===== src/common/dds_pkg.sv =====
// shared constants, register map and register word layout of the DDS bank, imported by RTL and testbench
package dds_pkg;

  // bank size and datapath widths
  localparam int CHANNELS = 8;
  localparam int PHASE_BITS = 24;
  // top phase bits that address one full cosine period
  localparam int QUANT_BITS = 8;
  localparam int DATA_WIDTH = 16;
  // peak value of a sample, kept one below full scale so negation never overflows
  localparam int AMPLITUDE = 32767;

  // AXI4-Lite bus geometry
  localparam int AXI_ADDR_WIDTH = 6;
  localparam int AXI_DATA_WIDTH = 32;

  // increment of channel n sits at base + 4n, the control word follows the last one
  localparam logic [AXI_ADDR_WIDTH-1:0] ADDR_PHASE_BASE = 6'h00;
  localparam logic [AXI_ADDR_WIDTH-1:0] ADDR_CONTROL = 6'h20;

  // AXI response codes that the slave produces
  localparam logic [1:0] RESP_OKAY = 2'b00;
  localparam logic [1:0] RESP_SLVERR = 2'b10;

  // cycles from an accumulator update to the registered table output
  localparam int CHANNEL_LATENCY = 2;

  // one bus word, read as an increment or as the control word depending on the address
  typedef union packed {
    struct packed {
      logic [AXI_DATA_WIDTH-PHASE_BITS-1:0] unused;
      logic [PHASE_BITS-1:0] inc;
    } phase;
    struct packed {
      logic [AXI_DATA_WIDTH-CHANNELS-2:0] unused;
      logic clear;
      logic [CHANNELS-1:0] enable;
    } control;
  } dds_reg_word_t;

endpackage


===== src/source/dds_regs.sv =====
// AXI4-Lite register file that holds the channel phase increments and the enable and clear control
`timescale 1ns/10ps

module dds_regs
  import dds_pkg::*;
(
  input  logic                        ps_clk,
  input  logic                        rst,
  input  logic [AXI_ADDR_WIDTH-1:0]   awaddr,
  input  logic                        awvalid,
  output logic                        awready,
  input  logic [AXI_DATA_WIDTH-1:0]   wdata,
  input  logic [AXI_DATA_WIDTH/8-1:0] wstrb,
  input  logic                        wvalid,
  output logic                        wready,
  output logic [1:0]                  bresp,
  output logic                        bvalid,
  input  logic                        bready,
  input  logic [AXI_ADDR_WIDTH-1:0]   araddr,
  input  logic                        arvalid,
  output logic                        arready,
  output logic [AXI_DATA_WIDTH-1:0]   rdata,
  output logic [1:0]                  rresp,
  output logic                        rvalid,
  input  logic                        rready,
  output logic [PHASE_BITS-1:0]       phase_inc [CHANNELS],
  output logic [CHANNELS-1:0]         enable,
  output logic                        clear
);

  dds_reg_word_t wr_word;
  dds_reg_word_t rd_word;
  logic wr_ready;
  logic wr_accept;
  logic rd_accept;
  logic wr_in_range;
  logic rd_in_range;
  logic [AXI_ADDR_WIDTH-1:0] wr_offset;
  logic [AXI_ADDR_WIDTH-1:0] rd_offset;
  logic [$clog2(CHANNELS)-1:0] wr_index;
  logic [$clog2(CHANNELS)-1:0] rd_index;

  // address and data ready share one flag, so both channels complete on the same edge
  assign awready = wr_ready;
  assign wready = wr_ready;
  assign wr_accept = wr_ready && awvalid && wvalid;
  assign rd_accept = arready && arvalid;

  // everything up to and including the control word is mapped
  assign wr_in_range = awaddr <= ADDR_CONTROL;
  assign rd_in_range = araddr <= ADDR_CONTROL;
  assign wr_offset = awaddr - ADDR_PHASE_BASE;
  assign rd_offset = araddr - ADDR_PHASE_BASE;
  assign wr_index = wr_offset[2 +: $clog2(CHANNELS)];
  assign rd_index = rd_offset[2 +: $clog2(CHANNELS)];
  assign wr_word = wdata;

  // the read word is built through the same union, clear always reads back as zero
  always_comb begin
    rd_word = '0;
    if (araddr == ADDR_CONTROL) begin
      rd_word.control.enable = enable;
    end else begin
      rd_word.phase.inc = phase_inc[rd_index];
    end
  end

  // write path, a new request is only taken once the previous response has gone
  always_ff @(posedge ps_clk) begin
    if (rst) begin
      wr_ready <= 1'b0;
      bvalid <= 1'b0;
      bresp <= RESP_OKAY;
      enable <= '0;
      clear <= 1'b0;
      for (int i = 0; i < CHANNELS; i++) begin
        phase_inc[i] <= '0;
      end
    end else begin
      // clear only lives for the cycle after the accepting edge
      clear <= 1'b0;
      wr_ready <= awvalid && wvalid && !wr_ready && !bvalid;
      if (wr_accept) begin
        bvalid <= 1'b1;
        bresp <= wr_in_range ? RESP_OKAY : RESP_SLVERR;
        // any strobe writes the whole word, an all-zero strobe writes nothing
        if (wr_in_range && (|wstrb)) begin
          if (awaddr == ADDR_CONTROL) begin
            enable <= wr_word.control.enable;
            clear <= wr_word.control.clear;
          end else begin
            phase_inc[wr_index] <= wr_word.phase.inc;
          end
        end
      end else if (bvalid && bready) begin
        bvalid <= 1'b0;
      end
    end
  end

  // read path with the same one-request-at-a-time rule
  always_ff @(posedge ps_clk) begin
    if (rst) begin
      arready <= 1'b0;
      rvalid <= 1'b0;
      rresp <= RESP_OKAY;
      rdata <= '0;
    end else begin
      arready <= arvalid && !arready && !rvalid;
      if (rd_accept) begin
        rvalid <= 1'b1;
        rresp <= rd_in_range ? RESP_OKAY : RESP_SLVERR;
        rdata <= rd_in_range ? rd_word : '0;
      end else if (rvalid && rready) begin
        rvalid <= 1'b0;
      end
    end
  end

endmodule


===== src/dds_channel/quarter_wave_cos.sv =====
// cosine lookup over the full circle built from a first-quadrant table, two register stages deep
`timescale 1ns/10ps

module quarter_wave_cos
  import dds_pkg::*;
(
  input  logic                         ps_clk,
  input  logic                         rst,
  input  logic [QUANT_BITS-1:0]        phase,
  output logic signed [DATA_WIDTH-1:0] value
);

  localparam int QUARTER_BITS = QUANT_BITS - 2;
  localparam int QUARTER_POINTS = 2 ** QUARTER_BITS;
  localparam real PI = 3.14159265358979;

  logic signed [DATA_WIDTH-1:0] rom [QUARTER_POINTS];
  logic [QUARTER_BITS-1:0] addr_q;
  logic negate_q;

  // table points sit half a step off the axes, so every quadrant is an exact mirror
  function automatic logic signed [DATA_WIDTH-1:0] point_value(input int k);
    real angle;
    angle = 2.0 * PI * (real'(k) + 0.5) / real'(2 ** QUANT_BITS);
    // the int cast rounds to nearest
    return DATA_WIDTH'(int'(real'(AMPLITUDE) * $cos(angle)));
  endfunction

  // the quadrant contents are fixed at elaboration
  for (genvar k = 0; k < QUARTER_POINTS; k++) begin : g_rom
    assign rom[k] = point_value(k);
  end

  // stage one folds the phase onto the first quadrant
  always_ff @(posedge ps_clk) begin
    if (rst) begin
      addr_q <= '0;
      negate_q <= 1'b0;
    end else begin
      // odd quadrants run the table backwards
      if (phase[QUANT_BITS-2]) begin
        addr_q <= ~phase[QUARTER_BITS-1:0];
      end else begin
        addr_q <= phase[QUARTER_BITS-1:0];
      end
      // quadrants 1 and 2 sit in the negative half of the cosine
      negate_q <= phase[QUANT_BITS-1] ^ phase[QUANT_BITS-2];
    end
  end

  // stage two reads the table and restores the sign
  always_ff @(posedge ps_clk) begin
    if (rst) begin
      value <= '0;
    end else if (negate_q) begin
      value <= -rom[addr_q];
    end else begin
      value <= rom[addr_q];
    end
  end

endmodule


===== src/dds_channel/dds_channel.sv =====
// one DDS channel, a phase accumulator feeding the cosine table, with enable masking and clear restart
`timescale 1ns/10ps

module dds_channel
  import dds_pkg::*;
(
  input  logic                         ps_clk,
  input  logic                         rst,
  input  logic [PHASE_BITS-1:0]        phase_inc,
  input  logic                         enable,
  input  logic                         clear,
  output logic signed [DATA_WIDTH-1:0] sample,
  output logic                         running
);

  logic [PHASE_BITS-1:0] phase_acc;
  logic [CHANNEL_LATENCY-1:0] run_pipe;
  // one stage more than the table, the first stage tracks the accumulator itself
  logic [CHANNEL_LATENCY:0] en_pipe;
  logic signed [DATA_WIDTH-1:0] table_value;

  // clear wins over enable so every channel restarts at phase zero together
  always_ff @(posedge ps_clk) begin
    if (rst) begin
      phase_acc <= '0;
    end else if (clear) begin
      phase_acc <= '0;
    end else if (enable) begin
      phase_acc <= phase_acc + phase_inc;
    end else begin
      // a disabled channel parks at zero, ready for its next start
      phase_acc <= '0;
    end
  end

  // running follows the accumulator value of the clear through the table stages
  always_ff @(posedge ps_clk) begin
    if (rst) begin
      run_pipe <= '0;
      en_pipe <= '0;
    end else begin
      if (clear) begin
        run_pipe <= '0;
      end else begin
        run_pipe <= {run_pipe[CHANNEL_LATENCY-2:0], 1'b1};
      end
      en_pipe <= {en_pipe[CHANNEL_LATENCY-1:0], enable};
    end
  end

  // only the top phase bits address the table, the rest just carry fine frequency
  quarter_wave_cos quarter_wave_cos_i (
    .ps_clk,
    .rst,
    .phase (phase_acc[PHASE_BITS-1 -: QUANT_BITS]),
    .value (table_value)
  );

  // the mask is delayed like the data so that a sample and its enable line up
  assign sample = en_pipe[CHANNEL_LATENCY] ? table_value : '0;
  assign running = run_pipe[CHANNEL_LATENCY-1];

endmodule


===== src/source/sample_packer.sv =====
// packs the channel samples into one registered parallel DAC word with its valid flag
`timescale 1ns/10ps

module sample_packer
  import dds_pkg::*;
(
  input  logic                           ps_clk,
  input  logic                           rst,
  input  logic signed [DATA_WIDTH-1:0]   samples [CHANNELS],
  input  logic [CHANNELS-1:0]            running,
  output logic [CHANNELS*DATA_WIDTH-1:0] sample_data,
  output logic                           sample_valid
);

  // channel 0 lands in the low bits of the word
  always_ff @(posedge ps_clk) begin
    for (int i = 0; i < CHANNELS; i++) begin
      sample_data[i*DATA_WIDTH +: DATA_WIDTH] <= samples[i];
    end
  end

  // the word is valid once every channel has flushed its pipeline after a clear
  // disabled channels report running too, so the mask never holds this low
  always_ff @(posedge ps_clk) begin
    if (rst) begin
      sample_valid <= 1'b0;
    end else begin
      sample_valid <= &running;
    end
  end

endmodule


===== src/source/dds_bank.sv =====
// top of the DDS bank, AXI4-Lite register block driving eight channels into the sample packer
`timescale 1ns/10ps

module dds_bank
  import dds_pkg::*;
(
  input  logic                           ps_clk,
  input  logic                           rst,
  input  logic [AXI_ADDR_WIDTH-1:0]      awaddr,
  input  logic                           awvalid,
  output logic                           awready,
  input  logic [AXI_DATA_WIDTH-1:0]      wdata,
  input  logic [AXI_DATA_WIDTH/8-1:0]    wstrb,
  input  logic                           wvalid,
  output logic                           wready,
  output logic [1:0]                     bresp,
  output logic                           bvalid,
  input  logic                           bready,
  input  logic [AXI_ADDR_WIDTH-1:0]      araddr,
  input  logic                           arvalid,
  output logic                           arready,
  output logic [AXI_DATA_WIDTH-1:0]      rdata,
  output logic [1:0]                     rresp,
  output logic                           rvalid,
  input  logic                           rready,
  output logic [CHANNELS*DATA_WIDTH-1:0] sample_data,
  output logic                           sample_valid
);

  logic [PHASE_BITS-1:0] phase_inc [CHANNELS];
  logic [CHANNELS-1:0] enable;
  logic clear;
  logic signed [DATA_WIDTH-1:0] samples [CHANNELS];
  logic [CHANNELS-1:0] running;

  dds_regs dds_regs_i (
    .ps_clk, .rst,
    .awaddr, .awvalid, .awready,
    .wdata, .wstrb, .wvalid, .wready,
    .bresp, .bvalid, .bready,
    .araddr, .arvalid, .arready,
    .rdata, .rresp, .rvalid, .rready,
    .phase_inc, .enable, .clear
  );

  // every channel sees the same clear pulse, which keeps their phases aligned
  for (genvar i = 0; i < CHANNELS; i++) begin : g_channel
    dds_channel dds_channel_i (
      .ps_clk, .rst,
      .phase_inc (phase_inc[i]),
      .enable    (enable[i]),
      .clear,
      .sample    (samples[i]),
      .running   (running[i])
    );
  end

  sample_packer sample_packer_i (
    .ps_clk, .rst,
    .samples, .running,
    .sample_data, .sample_valid
  );

endmodule


===== config.mk =====
export PLATFORM = sky130hd
export DESIGN_NAME = dds_bank
export DESIGN_NICKNAME = d
export VERILOG_FILES = /design/src/common/dds_pkg.sv /design/src/source/dds_regs.sv /design/src/dds_channel/quarter_wave_cos.sv /design/src/dds_channel/dds_channel.sv /design/src/source/sample_packer.sv /design/src/source/dds_bank.sv
export SDC_FILE = /design/constraint.sdc
export NUM_CORES = 2
export LEC_CHECK = 0
export BUFFER_PORTS_ARGS = -buffer_cell sky130_fd_sc_hd__buf_2
export CORE_MARGIN = 4
export CORE_UTILIZATION = 60
export CTS_BUF_LIST = sky130_fd_sc_hd__clkbuf_2
export DETAILED_ROUTE_END_ITERATION = 8
export PLACE_DENSITY = 0.78
export SLEW_MARGIN = 15
export SYNTH_ARGS = -nofsm -noshare
export SYNTH_HDL_FRONTEND = slang
export SYNTH_HIERARCHICAL = 1
export SYNTH_SLANG_ARGS = --single-unit
export TNS_END_PERCENT = 100

===== constraint.sdc =====
create_clock -name ps_clk -period 4.4 [get_ports ps_clk]
set_input_delay 0.66 -clock ps_clk [delete_from_list [all_inputs] [get_ports ps_clk]]
set_output_delay 0.66 -clock ps_clk [all_outputs]
set_load 0.02 [all_outputs]

==> flow_summary.yaml <==
synthesis:
  synth.cell_area_um2: 50000
  yosys-top-cells-count: "dfxtp_1, nor2_1, nand2_1"
  syn_avg_cell_area_um2: 8.61
  synth_top_area_share: 0.311
  seq_area_frac_synth: 0.311
  ys_seq_elements: 776
  netlist_instances: 5801
  synth_edf_count: 0
  synth_ff_type: "dfxtp_1"
  yosysWarnings: 6
  yosysMostFrequentCell: "dfxtp_1"
  async_reset_ff_frac: 0
  ys_types: 124
  ys_top_cells_by_area: "dfxtp_1, ha_1, mux2i_1"
  synth_largest_area_cell: "dfxtp_1"
setup_path:
  reg2reg_depth: 8
  crit_cells: 8
  cp_slowest_cell: "dlygate4sd3_1"
  worstSetupPathType: "flop to flop"
  critPathMaxFanout: 24
  cpMostUsedCell: "dlygate4sd3_1"
  cp-start-kind: "flop"
  cp.required_ps: 5850
  cp-end-kind: "flop"
  crit_family: "buffers and inverters"
  crit_arrival_ps: 5080
  worstPathCellList: "nand3_1 -> nor4_4 -> dlygate4sd3_1 -> buf_4 -> mux2i_1 -> dlygate4sd3_1 -> nor2_1 -> dlygate4sd3_1"
  cp.buffers_inverters: 4
  cpPeakStageDelay_ps: 580
flow_run:
  maxCapViolCount: 0
pwr:
  p_leak_uw: 0.0219
  power_density_nw_per_um2: 232
  swShare: 0.268
  combPwrFrac: 0.032
  seq_power_share: 0.564
  p_switching_uw: 3380
  p_clk_frac: 0.403
  p_int_uw: 9210
  ir_drop_uv: 215
timing:
  slew_viol_final: 0
  rsz0062_at_grt: "no"
  fin_ws_ps: 771
  tightest_slew_ps: 1230
  period_share: 0.825
  fmaxAchievable_ghz: 0.276
  finalSetupViolCount: 0
  max_slew_margin: 0.179
  hold_viol_final: 0
  finalClockSkew_ps: 169
  finalCriticalPeriod_ps: 3630
  tns_ps: 0
clock_tree:
  numCtsBuffers: 197
  cts_tree: "done"
  root_buffer: "clkbuf_2"
  clockBufferDepth: 3
  ctsResizeCount: 0
  worstSkewPairLatency_ps: 1570
  cts.sinks: 776
  htreeDepth: 4
  clk_pin_slew_ps: 120
placed_design:
  place_ws_ps: 883
  io_buffers: 206
  dp_hpwl_mm: 102
  gp_congestion: 0.976
grt:
  met2_usage: 0.487
  grt-busiest-layer: "met2"
  gr-usage-all-layers: 0.312
  grt_pass1_vias: 41800
  grt_use_met1: 0.439
  gr-total-overflow: 0
  antenna_found_initial: 6
  grt_pass1_wl_mm: 225
  grt_max_degree: 107
  grt_use_met3: 0.0591
die:
  die_area_um2: 87900
  num_rows: 105
  core-area_um2: 82400
  floorplan.initialDensity: 0.607
  die_h_um: 297
  pin_count: 225
  die_w_um: 297
layout:
  area_growth_pct: 8.75
  drive_above_1_share: 0.149
  fin_nets: 6448
  fill_cells: 6885
route:
  avgRoutedWirePerCell_um: 19.4
  num_vias: 45500
  final_antenna_net_count: 0
  drt-initial-drc-count: 4950
  drt-total-wl_mm: 142
  vias_per_cell: 6.22
  dr.pass1.iters: 6
  drc: 0
hold_path:
  hold_class: "input port to flop"
  worstHoldPathCells: 4
status:
  status: "completed"
-- sequential cells by signal (all words and copies together) (netlist names), 8 cells and up --
name                                                 cells
g_channel.dds_channel_i/en_pipe                         24
dds_regs_i/phase_inc                                   192
g_channel.dds_channel_i/phase_acc                      192
g_channel.dds_channel_i/quarter_wave_cos_i/addr_q       48
dds_regs_i/enable                                        8
sample_packer_i/sample_data                            128
g_channel.dds_channel_i/quarter_wave_cos_i/negate_q      8
g_channel.dds_channel_i/quarter_wave_cos_i/value       128
g_channel.dds_channel_i/run_pipe                        16
dds_regs_i/rdata                                        24
-- per-layer routing --
metal / vias up / wire, µm
li1: 21700 / -
met1: 21400 / 62900
met2: 2119 / 62600
met3: 294 / 12300
met4: 2 / 3890
met5: - / 12
-- cells by family (layout without fill, tap and decap cells) --
kind of cell	count (synthesis)	after routing	share of synthesized area
buffers and inverters	502	933	0.0505
XOR/XNOR	196	196	0.0344
AND/OR/NAND/NOR	2216	2216	0.233
AO/OA/AOI/OAI	1410	1410	0.199
flip-flops	776	776	0.311
adder cells (fa/ha/maj)	307	307	0.0781
other	1	18	0.0000751
multiplexers	393	393	0.0941
-- repair_timing --
item                                    in CTS  in global routing
setup buffers                                0                  0
endpoints found under the setup margin       0                  0
hold buffers                                93                  0
endpoints found under the hold margin      372                  0
-- final timing paths --
| path | start | to | slack [ps] |
|---|---|---|---|
| worst max-delay path | dds_regs_i/awready$_SDFF_PP0_ | dds_regs_i/phase_inc[172]$_SDFFE_PP0P_ | 770 |
| worst min-delay path | wdata[5] | dds_regs_i/phase_inc[29]$_SDFFE_PP0P_ | 110 |
| worst max register to register | dds_regs_i/awready$_SDFF_PP0_ | dds_regs_i/phase_inc[172]$_SDFFE_PP0P_ | 770 |
| worst min register to register | flop | sample_packer_i/sample_data[72]$_DFF_P_ | 420 |
-- stage by stage --
stage | hold slack [ps] | util | cells | total power (µW) | instance area (µm²)
floorplan | 406 | - | 5810 | 7480 | 50000
global placement | 409 | 0.625 | 6864 | 7590 | 51500
detailed placement | 415 | 0.625 | 6864 | 7600 | 51500
CTS | 0.882 | 0.659 | 7311 | 12700 | 54300
global route | 10.3 | 0.659 | 7317 | 13200 | 54300
finish | 106 | 0.660 | 7319 | 12600 | 54300
-- power by group through the flow --
stage               sequential, µW  clock (µW)  combinational [µW]
floorplan                     7260           0                 223
global placement              7260           0                 330
detailed placement            7260           0                 336
CTS                           7100        5220                 399
global route                  7110        5610                 436
finish                        7100        5080                 408
-- placed cells by master (no fill, tap or decap), types with 53 or more instances in the layout --
| cell | count |
|---|---|
| nor2_1 | 565 |
| nor2b_1 | 122 |
| a31oi_1 | 64 |
| xnor2_1 | 170 |
| nand3_1 | 120 |
| o211ai_1 | 67 |
| ha_1 | 299 |
| nor3_1 | 213 |
| dlygate4sd3_1 | 93 |
| nand2b_1 | 283 |
| o31ai_1 | 60 |
| a211oi_1 | 90 |
| a21oi_1 | 323 |
| buf_2 | 204 |
| dfxtp_1 | 764 |
| buf_4 | 129 |
| and2_1 | 181 |
| inv_1 | 130 |
| clkbuf_2 | 275 |
| nand4_1 | 55 |
| nand2_1 | 389 |
| o21a_1 | 71 |
| mux2i_1 | 309 |
| o21ai_0 | 191 |
| mux4_2 | 53 |
-- worst min-delay path: cells and delay by family --
kind	cells	cell delay, ps
AND/OR/NAND/NOR	1	70
buffers and inverters	2	700
multiplexers	1	80
-- cell type report --
cell class                      instances  area [µm²]  share of cell area
Multi-Input combinational cell       4532       32000               0.588
Clock inverter                         79         509             0.00937
Clock buffer                          275        1380              0.0253
Timing Repair Buffer                  430        3000              0.0551
Antenna cell                            8        20.0            0.000368
Tap cell                             1070        1340              0.0246
Inverter                              149         569              0.0105
Sequential cell                       776       15500               0.286
No activity file was read; power rests on OpenSTA's default activity.
